### src/design/fifo_demo_pkg.sv
// shared widths, timing and pattern constants; fifo_depth must be a power of two for the pointers
package fifo_demo_pkg;

    // ----------------------------------------------------------------------
    // sizes
    // ----------------------------------------------------------------------

    // one entry holds a single hex digit
    localparam int data_width  = 4;
    // one slot per display digit
    localparam int fifo_depth  = 8;
    localparam int ptr_width   = 3;
    // occupancy runs 0 to fifo_depth inclusive, so one extra bit
    localparam int count_width = 4;

    // short periods keep simulation fast, a board would use clk_mhz * 1e6
    localparam int tick_period = 16;
    // clk cycles each digit stays lit
    localparam int scan_period = 4;

    localparam int pattern_length      = 16;
    localparam int pattern_index_width = 4;

    // ----------------------------------------------------------------------
    // types
    // ----------------------------------------------------------------------

    typedef logic [data_width          - 1:0] fifo_data_t;
    typedef logic [ptr_width           - 1:0] fifo_ptr_t;
    typedef logic [count_width         - 1:0] fifo_count_t;
    typedef logic [pattern_index_width - 1:0] pattern_index_t;
    // one bit per slot, also one bit per digit
    typedef logic [fifo_depth          - 1:0] slot_mask_t;
    // segment order abcdefgh, bit 0 is the dot
    typedef logic [7:0]                       segments_t;

    // ----------------------------------------------------------------------
    // constants
    // ----------------------------------------------------------------------

    // values stored by successive pushes
    localparam fifo_data_t pattern_table [pattern_length] = '{
        4'h2, 4'h6, 4'hd, 4'hb, 4'h7, 4'he, 4'hc, 4'h4,
        4'h1, 4'h0, 4'h9, 4'ha, 4'hf, 4'h5, 4'h8, 4'h3
    };

    // middle bar g only, shown for a free slot
    localparam segments_t empty_slot_glyph = 8'b0000_0010;
    localparam segments_t segment_dot      = 8'b0000_0001;

endpackage
### src/design/fifo_debug_if.sv
// per-slot FIFO view for the display; pointers are raw slot indices, not mirrored
interface fifo_debug_if
    import fifo_demo_pkg::*;
();

    // live flag of each slot
    slot_mask_t                    slot_valid;
    // stored digit of each slot, meaningful only where valid
    fifo_data_t [fifo_depth - 1:0] slot_data;
    // next slot to be written
    fifo_ptr_t                     wr_ptr;
    // slot holding the head entry
    fifo_ptr_t                     rd_ptr;

    // FIFO drives the view
    modport fifo_side
    (
        output slot_valid, slot_data, wr_ptr, rd_ptr
    );

    // display only reads it
    modport display_side
    (
        input slot_valid, slot_data, wr_ptr, rd_ptr
    );

endinterface

### src/design/fifo_display_top.sv
// key 1 pushes and key 0 pops once per tick; led shows head in [7:4] and count in [3:0]
module fifo_display_top
    import fifo_demo_pkg::*;
(
    input              clk,
    input              reset,
    input        [1:0] key,
    output logic [7:0] led,
    output segments_t  abcdefgh,
    output slot_mask_t digit
);

    // ----------------------------------------------------------------------
    // internal nets
    // ----------------------------------------------------------------------

    logic        tick;
    logic        push;
    logic        pop;
    logic        empty;
    logic        full;
    fifo_data_t  write_data;
    fifo_data_t  head_data;
    fifo_count_t count;

    // slot view from the FIFO to the display
    fifo_debug_if dbg ();

    // ----------------------------------------------------------------------
    // control chain
    // ----------------------------------------------------------------------

    // slow strobe replaces a divided clock
    tick_gen #(.period (tick_period)) i_tick_gen
    (
        .clk   (clk),
        .reset (reset),
        .tick  (tick)
    );

    key_sampler i_key_sampler
    (
        .clk   (clk),
        .reset (reset),
        .key   (key),
        .tick  (tick),
        .empty (empty),
        .full  (full),
        .push  (push),
        .pop   (pop)
    );

    pattern_source i_pattern_source
    (
        .clk        (clk),
        .reset      (reset),
        .push       (push),
        .write_data (write_data)
    );

    // ----------------------------------------------------------------------
    // storage and display
    // ----------------------------------------------------------------------

    debug_fifo i_debug_fifo
    (
        .clk        (clk),
        .reset      (reset),
        .push       (push),
        .pop        (pop),
        .write_data (write_data),
        .empty      (empty),
        .full       (full),
        .count      (count),
        .head_data  (head_data),
        .dbg        (dbg)
    );

    seven_segment_mux i_seven_segment_mux
    (
        .clk      (clk),
        .reset    (reset),
        .dbg      (dbg),
        .abcdefgh (abcdefgh),
        .digit    (digit)
    );

    assign led = {head_data, count};

endmodule

### src/design/seven_segment_mux.sv
// scanned display, active-high segments and one-hot digit; digit 0 shows the last slot
module seven_segment_mux
    import fifo_demo_pkg::*;
(
    input                       clk,
    input                       reset,
    fifo_debug_if.display_side  dbg,
    output segments_t           abcdefgh,
    output slot_mask_t          digit
);

    typedef logic [$clog2(scan_period) - 1:0] scan_count_t;

    // cycles spent on the current digit
    scan_count_t scan_cnt;
    // index of the active digit
    fifo_ptr_t   digit_idx;
    // digit index for the coming cycle
    fifo_ptr_t   next_idx;
    // slot mirrored onto that digit
    fifo_ptr_t   next_slot;
    segments_t   next_glyph;
    logic        next_dot;

    // ----------------------------------------------------------------------
    // hex decoder, abcdefgh with the dot left dark
    // ----------------------------------------------------------------------

    function automatic segments_t hex_glyph(input fifo_data_t value);
        case (value)
            4'h0: return 8'b1111_1100;
            4'h1: return 8'b0110_0000;
            4'h2: return 8'b1101_1010;
            4'h3: return 8'b1111_0010;
            4'h4: return 8'b0110_0110;
            4'h5: return 8'b1011_0110;
            4'h6: return 8'b1011_1110;
            4'h7: return 8'b1110_0000;
            4'h8: return 8'b1111_1110;
            4'h9: return 8'b1110_0110;
            4'ha: return 8'b1110_1110;
            4'hb: return 8'b0011_1110;
            4'hc: return 8'b1001_1100;
            4'hd: return 8'b0111_1010;
            4'he: return 8'b1001_1110;
            4'hf: return 8'b1000_1110;
        endcase
    endfunction

    // ----------------------------------------------------------------------
    // scan sequencing
    // ----------------------------------------------------------------------

    always_comb
    begin
        // restart the scan from digit 0
        if (reset)
            next_idx = '0;
        else if (scan_cnt == scan_count_t'(scan_period - 1))
            next_idx = digit_idx + 1'b1;
        else
            next_idx = digit_idx;

        // slot 0 lands on the rightmost digit
        next_slot = fifo_ptr_t'(fifo_depth - 1) - next_idx;

        if (dbg.slot_valid[next_slot])
            next_glyph = hex_glyph(dbg.slot_data[next_slot]);
        else
            next_glyph = empty_slot_glyph;

        // dot marks either pointer
        next_dot = (next_slot == dbg.wr_ptr) | (next_slot == dbg.rd_ptr);
    end

    always_ff @(posedge clk)
    begin
        if (reset)
        begin
            scan_cnt  <= '0;
            digit_idx <= '0;
        end
        else
        begin
            if (scan_cnt == scan_count_t'(scan_period - 1))
                scan_cnt <= '0;
            else
                scan_cnt <= scan_cnt + 1'b1;

            digit_idx <= next_idx;
        end
    end

    // digit and its segments update on the same edge
    always_ff @(posedge clk)
    begin
        digit    <= slot_mask_t'(1) << next_idx;
        abcdefgh <= (next_glyph & ~segment_dot) | (next_dot ? segment_dot : '0);
    end

endmodule

### src/design/debug_fifo.sv
// flip-flop FIFO with debug view; push while full and pop while empty are ignored
module debug_fifo
    import fifo_demo_pkg::*;
(
    input                    clk,
    input                    reset,
    input                    push,
    input                    pop,
    input  fifo_data_t       write_data,
    output logic             empty,
    output logic             full,
    output fifo_count_t      count,
    output fifo_data_t       head_data,
    fifo_debug_if.fifo_side  dbg
);

    // ----------------------------------------------------------------------
    // storage and pointers
    // ----------------------------------------------------------------------

    // payload slots
    fifo_data_t [fifo_depth - 1:0] slot_data;
    // live flag per slot
    slot_mask_t                    slot_valid;

    fifo_ptr_t   wr_ptr;
    fifo_ptr_t   rd_ptr;
    fifo_count_t occupancy;

    // requests that actually take effect
    logic push_ok;
    logic pop_ok;

    assign push_ok = push & ~full;
    assign pop_ok  = pop  & ~empty;

    // payload cleared by reset so the head reads 0 at start
    always_ff @(posedge clk)
    begin
        if (reset)
            slot_data <= '0;
        else if (push_ok)
            slot_data[wr_ptr] <= write_data;
    end

    always_ff @(posedge clk)
    begin
        if (reset)
        begin
            slot_valid <= '0;
            wr_ptr     <= '0;
            rd_ptr     <= '0;
            occupancy  <= '0;
        end
        else
        begin
            // pop frees its slot before push marks its own
            if (pop_ok)
            begin
                slot_valid[rd_ptr] <= 1'b0;
                rd_ptr             <= rd_ptr + 1'b1;
            end

            if (push_ok)
            begin
                slot_valid[wr_ptr] <= 1'b1;
                wr_ptr             <= wr_ptr + 1'b1;
            end

            // count moves only when exactly one side acts
            case ({push_ok, pop_ok})
                2'b10:   occupancy <= occupancy + 1'b1;
                2'b01:   occupancy <= occupancy - 1'b1;
                default: occupancy <= occupancy;
            endcase
        end
    end

    // ----------------------------------------------------------------------
    // status and debug view
    // ----------------------------------------------------------------------

    assign empty     = (occupancy == '0);
    assign full      = (occupancy == fifo_count_t'(fifo_depth));
    assign count     = occupancy;
    // data of the head slot goes stale once the FIFO empties
    assign head_data = slot_data[rd_ptr];

    assign dbg.slot_valid = slot_valid;
    assign dbg.slot_data  = slot_data;
    assign dbg.wr_ptr     = wr_ptr;
    assign dbg.rd_ptr     = rd_ptr;

endmodule

### src/design/pattern_source.sv
// walks the fixed pattern table; index moves only on an accepted push
module pattern_source
    import fifo_demo_pkg::*;
(
    input              clk,
    input              reset,
    input              push,
    output fifo_data_t write_data
);

    // position of the value the next push will store
    pattern_index_t index;

    always_ff @(posedge clk)
    begin
        if (reset)
        begin
            index <= '0;
        end
        else if (push)
        begin
            // wraps naturally after pattern_length pushes
            index <= index + 1'b1;
        end
    end

    // table lookup, stable until the next push
    assign write_data = pattern_table[index];

endmodule

### src/design/key_sampler.sv
// keys are active high levels; push and pop are only issued on a tick and never overrun the FIFO
module key_sampler
(
    input              clk,
    input              reset,
    input        [1:0] key,
    input              tick,
    input              empty,
    input              full,
    output logic       push,
    output logic       pop
);

    // ----------------------------------------------------------------------
    // two-stage synchronizer
    // ----------------------------------------------------------------------

    // first stage may go metastable
    logic [1:0] key_meta;
    // second stage is safe to use
    logic [1:0] key_sync;

    always_ff @(posedge clk)
    begin
        if (reset)
        begin
            key_meta <= '0;
            key_sync <= '0;
        end
        else
        begin
            key_meta <= key;
            key_sync <= key_meta;
        end
    end

    // ----------------------------------------------------------------------
    // request strobes
    // ----------------------------------------------------------------------

    // key 1 pushes, dropped when the FIFO is full
    assign push = tick & key_sync[1] & ~full;

    // key 0 pops, dropped when the FIFO is empty
    assign pop  = tick & key_sync[0] & ~empty;

endmodule

### src/design/tick_gen.sv
// one-cycle tick strobe every period clk cycles; period must be at least 2
module tick_gen
    import fifo_demo_pkg::*;
#(
    parameter int period = tick_period
)
(
    input        clk,
    input        reset,
    output logic tick
);

    typedef logic [$clog2(period) - 1:0] tick_count_t;

    // cycles left before the next strobe
    tick_count_t remaining;

    always_ff @(posedge clk)
    begin
        if (reset)
        begin
            remaining <= tick_count_t'(period - 1);
            tick      <= 1'b0;
        end
        else if (remaining == '0)
        begin
            // reload and pulse for exactly one cycle
            remaining <= tick_count_t'(period - 1);
            tick      <= 1'b1;
        end
        else
        begin
            remaining <= remaining - 1'b1;
            tick      <= 1'b0;
        end
    end

endmodule

### config.mk
export PLATFORM = sky130hd
export DESIGN_NAME = fifo_display_top
export DESIGN_NICKNAME = d
export VERILOG_FILES = /design/src/design/fifo_demo_pkg.sv /design/src/design/fifo_debug_if.sv /design/src/design/fifo_display_top.sv /design/src/design/seven_segment_mux.sv /design/src/design/debug_fifo.sv /design/src/design/pattern_source.sv /design/src/design/key_sampler.sv /design/src/design/tick_gen.sv
export SDC_FILE = /design/constraint.sdc
export NUM_CORES = 1
export LEC_CHECK = 0
export CORE_MARGIN = 10
export CORE_UTILIZATION = 25
export CTS_BUF_LIST = sky130_fd_sc_hd__clkbuf_8
export DETAILED_ROUTE_END_ITERATION = 12
export DONT_BUFFER_PORTS = 1
export SLEW_MARGIN = 10
export SYNTH_ARGS = -nofsm -noshare
export SYNTH_HDL_FRONTEND = slang
export SYNTH_SLANG_ARGS = --single-unit
export TNS_END_PERCENT = 10
### constraint.sdc
create_clock -name clk -period 8.26 [get_ports clk]
set_input_delay 0 -clock clk [delete_from_list [all_inputs] [get_ports clk]]
set_output_delay 0 -clock clk [all_outputs]
set_load 0.02 [all_outputs]
---- Word-level counts from Yosys, hierarchy flattened ----
Memories as Yosys holds them, arrays and structs flattened.
Index checks and enable logic that the tools add are counted.
cells by class
  add/sub/neg operators ................... 9
  multiply operators ...................... 0
  div/mod/pow operators ................... 0
  order comparisons ....................... 6
  equality and inequality tests ........... 6
  shifts and indexed selects .............. 1
  multiplexer cells ....................... 24
  bitwise operators ....................... 14
  reductions and logical operators ........ 7
operator list
  operator             number
  $bwmux 32            1
  $mux 8               4
  $bmux 4 s3           2
  $mux 4               5
  $or 8x8->8           2
  $demux 4 s3          1
  $lt 3x4->1 const B   3
  $add 3x1->3 const B  3
  $add 4x1->4 const B  2
  $and 8x8->8          1
  $logic_not 4->1      2
  $not 8->8            1
  $pmux 4 s2           1
  $shl 1x3->8 const A  1
  $sub 4x1->4 const B  2
  $and 1x1->1          6
  $demux 1 s3          2
  $eq 3x3->1           2
  $ge 3x1->1 const B   2
  $mux 3               2
  $ge 5x5->1 const B   1
  $mux 1               5
  $not 4->5            1
  $eq 2x2->1 const B   2
  10 further kinds     13
word-level totals
  register bits ........................... 84
  bits in latches ......................... 0
  bits in writable memories ............... 0
  ROM bits ................................ 176
  input bits .............................. 4
  output and inout port bits .............. 24
  logic and storage cells ................. 90
  memories ................................ 2
memory list
  name             depth  width  rd ports  clocked after Yosys merged registers in  wr ports  line                     text
  (no name shown)  16     7      1         0                                        0         seven_segment_mux.sv:30  case (value)
  (no name shown)  16     4      1         0                                        0         pattern_source.sv:28     assign write_data = pattern_table[index];

---- Longest topological paths before layout ----
  depth in word-level cells ............... 10
  depth in mapped cells ................... 14

---- Hierarchy ----
Synthesis repeated with hierarchy kept, for this count alone.
unflattened totals
  cell total of the unflattened synthesis .. 450
  area, all modules ....................... 4464.3 sq um
by module, submodules not included
  module             instances  cells an instance  area an instance (sq um)
  debug_fifo         1          228                2388.5
  seven_segment_mux  1          160                1455.1
  pattern_source     1          32                 295.3
  tick_gen           1          20                 202.7
  key_sampler        1          10                 122.6

---- Worst setup path before layout ----
Ideal clock, no wire load.
  kind .................................... register to register
  start point ............................. register i_seven_segment_mux.scan_cnt[0]
  end point ............................... register i_seven_segment_mux.abcdefgh[4]
  library setup time ...................... 77 ps
  arrival time ............................ 2888 ps
  data required time ...................... 8183 ps
  setup slack ............................. 5295 ps
  cell stages (with the launch flop) ...... 13
  buffers on the path ..................... 2
  period minus slack after synthesis ...... 2965 ps
  cell sequence ........................... dfxtp_1 ha_1 buf_6 or4b_4 and2_4 buf_6 o22ai_2 nor3_1 o22ai_2 inv_1 ha_1 or3_1 a41oi_2
on the way
  cells in the longest elaborated chain, start to end .. 9
ends and longest elaborated chain
  element                       line                     text
  start: declaration            seven_segment_mux.sv:15  scan_count_t scan_cnt;
  start signal: assignment      seven_segment_mux.sv:88  scan_cnt <= scan_cnt + 1'b1;
  $eq 2x2->1 *                  seven_segment_mux.sv:59  else if (scan_cnt == scan_count_t'(scan_period - 1))
  $mux 3 *                      seven_segment_mux.sv:59
  $mux 3 *                      seven_segment_mux.sv:57  if (reset)
  $sub 3x3->3 *                 seven_segment_mux.sv:65  next_slot = fifo_ptr_t'(fifo_depth - 1) - next_idx;
  $bmux 4 s3                    seven_segment_mux.sv:68  next_glyph = hex_glyph(dbg.slot_data[next_slot]);
  $mux 4 (implied by the code)  seven_segment_mux.sv:68
  $mem_v2 16x7                  -
  $mux 8 *                      seven_segment_mux.sv:67  if (dbg.slot_valid[next_slot])
  $or 8x8->8 *                  seven_segment_mux.sv:98  abcdefgh <= (next_glyph & ~segment_dot) | (next_dot ? segment_dot : '0);
  end signal: assignment        seven_segment_mux.sv:98
  end: declaration              seven_segment_mux.sv:8   output segments_t abcdefgh,
Mark *: on every way between the ends. The rest lies on a longest branch, timed or not. The select of a mux whose other input is x is not followed.
A chain may end at the register's enable or synchronous reset.

---- Worst setup path after layout ----
  start point ............................. register i_seven_segment_mux.digit_idx[0]
  end point ............................... register i_seven_segment_mux.abcdefgh[4]
on the way
  cells in the longest elaborated chain, start to end .. 9
ends and longest elaborated chain
  element                       line                     text
  start: declaration            seven_segment_mux.sv:17  fifo_ptr_t digit_idx;
  start signal: assignment      seven_segment_mux.sv:90  digit_idx <= next_idx;
  $add 3x1->3                   seven_segment_mux.sv:60  next_idx = digit_idx + 1'b1;
  $mux 3 *                      seven_segment_mux.sv:59
  $mux 3 *                      seven_segment_mux.sv:57
  $sub 3x3->3 *                 seven_segment_mux.sv:65
  $bmux 4 s3                    seven_segment_mux.sv:68
  $mux 4 (implied by the code)  seven_segment_mux.sv:68
  $mem_v2 16x7                  -
  $mux 8 *                      seven_segment_mux.sv:67
  $or 8x8->8 *                  seven_segment_mux.sv:98
Marks and branches as above.

==> results.cfg <==
[status]
status = complete, no violations

[route]
routedWlPerCell_um = 15.62
drc = 0
first_iter_violations = 236
ant_nets = 0
dr.pass1.iters = 5
via_per_inst = 4.972
vias = 3376
routed_wl_mm = 10.61

[sta]
tightest_slew_ns = 0.8460
finalHoldViolations = 0
layout_worst_path_cycle_share = 0.4256
fmax_ghz = 0.2844
setup_slack_ns = 4.744
setup_viol = 0
holdWs_ns = 0.03476
period_needed_ns = 3.516
slew_headroom = 0.4335
rsz0062_at_grt = false
slew_violations = 0
fin_tns_setup_ns = 0
fin_skew_ns = 0.01459

[yosys]
synth_seq_area_share = 0.3925
ys_warn_count = 0
synthesis.area_um2 = 4284
yosysTopAreaCell = dfxtp_1
yosysUniqueCellTypes = 62
ys_top_cells_by_area = dfxtp_1 39%, nor2_1 7.3%, ha_1 5.0%
async_flop_share = 0
ys.flop_type = dfxtp_1
ys_ff_latch = 84
synth_top_area_frac = 0.3925
synth_edf_count = 0
syn_avg_cell_area_um2 = 9.193
syn_inst = 466
syn_nets = 487

[finish]
final_common_cell = dfxtp_1
antenna_cells = 0
final_cell_area_um2 = 4687
area_growth_pct = 9.404
utilization = 0.2806
final_cell_mix = 84 x dfxtp_1, 83 x nor2_1, 33 x a21oi_1, 27 x nand2_1, 21 x mux2i_1
drive_gt1_frac = 0.1220
final_nets = 475
fillCellCount = 1757

[floorplanning]
initial_core_util = 0.2565
die_w_um = 150.9
coreArea_um2 = 16700
io_pins = 28
die_area_um2 = 22770
die_h_um = 150.9
rows = 47

[worst_setup_path]
cp_max_fo = 16
cp.arrival_ns = 3.80
required_ns = 8.55
end_kind = flip-flop
critPathLaunchType = flip-flop
crit_type = flip-flop to flip-flop

[global_route]
antenna_found_initial = 0
grt_start_max_net_pins = 66
grt_pass1_wl_mm = 17.44
grtUsageTotal = 0.09584
overflow = 0
grt_pass1_vias = 3345

[run]
drv_cap = 0

[pwr]
ir_drop_mv = 0.05644
p_leak_uw = 0.001588
p_per_area_nw_per_um2 = 172.2

[cts]
clock-root-buffer = clkbuf_8
h-tree-depth = 3
clkTransAtPathRegs_ns = 0.09
clock-sinks = 84
numCtsBuffers = 9
cts.repair.resized = 0
clk_latency_ns = 0.37
clockBufferDepth = 2
cts_tree = done

[place]
globalplace.congestion = 0.8597
place_ws_ns = 4.817
hpwlAfterDp_mm = 7.517
postPlaceCellArea_um2 = 4402
io_buffers = 0

[worst_hold_path]
hold_class = input port to flip-flop
critical path, stage by stage (launching register included):
cell	delay, ns
dfxtp_1	0.64
ha_1	0.33
and3b_1	0.23
nor3_1	0.56
o22ai_2	0.18
nor3_1	0.24
o22ai_2	0.22
inv_1	0.15
ha_1	0.31
or3_1	0.41
a41oi_2	0.16
metal layers:
| metal | GRT usage | up-vias | part of all wire |
|---|---|---|---|
| li1 | - | 1620 | - |
| met1 | 0.1121 | 1659 | 0.43 |
| met2 | 0.1629 | 88 | 0.51 |
| met3 | 0.02387 | 9 | 0.053 |
| met4 | 0.04139 | 0 | 0.013 |
| met5 | 0 | - | 0 |
metrics by stage:
step / total power [uW] / instances
2_1_floorplan: 467.2 / 466
6_report: 806.9 / 679
5_1_grt: 839.5 / 679
3_5_place_dp: 468.2 / 659
3_3_place_gp: 465.8 / 659
4_1_cts: 817.3 / 679
state kept, by name, summed over array words and instances, names as in the netlist:
signal	flops
i_tick_gen.remaining	4
i_debug_fifo.count	4
i_debug_fifo.dbg.wr_ptr	3
i_seven_segment_mux.digit	8
i_seven_segment_mux.digit_idx	3
i_debug_fifo.dbg.rd_ptr	3
i_debug_fifo.dbg.slot_data	32
i_key_sampler.key_meta	2
i_key_sampler.key_sync	2
i_debug_fifo.dbg.slot_valid	8
i_tick_gen.tick	1
i_seven_segment_mux.abcdefgh	8
i_seven_segment_mux.scan_cnt	2
i_pattern_source.index	4
final timing paths:
| path | from | endpoint | slack [ns] | cells after the start |
|---|---|---|---|---|
| setup / recovery | i_seven_segment_mux.digit_idx[0] | i_seven_segment_mux.abcdefgh[4] | 4.74 | 10 |
| hold / removal | reset | i_seven_segment_mux.digit[2] | 0.03 | 3 |
| setup reg to reg | i_seven_segment_mux.digit_idx[0] | i_seven_segment_mux.abcdefgh[4] | 4.74 | 10 |
| hold reg to reg | i_tick_gen.remaining[0] | i_tick_gen.remaining[0] | 0.41 | 1 |
where the power goes:
part / internal [uW] / leakage, uW / switching (uW)
Clock: 174 / 0.000108 / 166
Combinational: 21.1 / 0.000801 / 31.9
Sequential: 409 / 0.000679 / 4.57
Total: 605 / 0.00159 / 202
area by class of cell:
class | instances | area [um^2] | share of cell area
clock inverters | 7 | 103.9 | 0.02216
well taps | 220 | 275.3 | 0.05873
flip-flops and latches | 84 | 1682 | 0.3588
multi-input cells | 338 | 2381 | 0.5080
repair buffers | 4 | 57.56 | 0.01228
inverters | 17 | 63.81 | 0.01361
clock buffers | 9 | 123.9 | 0.02643
synthesized netlist by cell type, types with 9 or more instances:
cell      count
inv_1        16
o21ai_0      12
mux4_2        9
ha_1         17
nor3_1       11
xnor2_1       9
a21oi_1      33
clkbuf_1     16
dfxtp_1      84
mux2i_1      21
nor2_1       83
a211oi_1     15
nand2_1      27
kinds of logic (layout without fill, tap and decap cells):
kind of cell | count (synthesis) | after routing | synth area share
AO/OA/AOI/OAI | 95 | 95 | 0.1487
XOR/XNOR | 16 | 16 | 0.03271
adder cells (fa/ha/maj) | 17 | 17 | 0.04965
buffers and inverters | 44 | 37 | 0.05169
flip-flops | 84 | 84 | 0.3925
multiplexers | 38 | 38 | 0.1209
AND/OR/NAND/NOR | 172 | 172 | 0.2039
timing repair:
action / in CTS / in global routing
buffers inserted: 0 / 0
endpoints found under the hold margin: 69 / 0
hold buffers: 4 / 0
No activity file was read; power rests on OpenSTA's default activity.
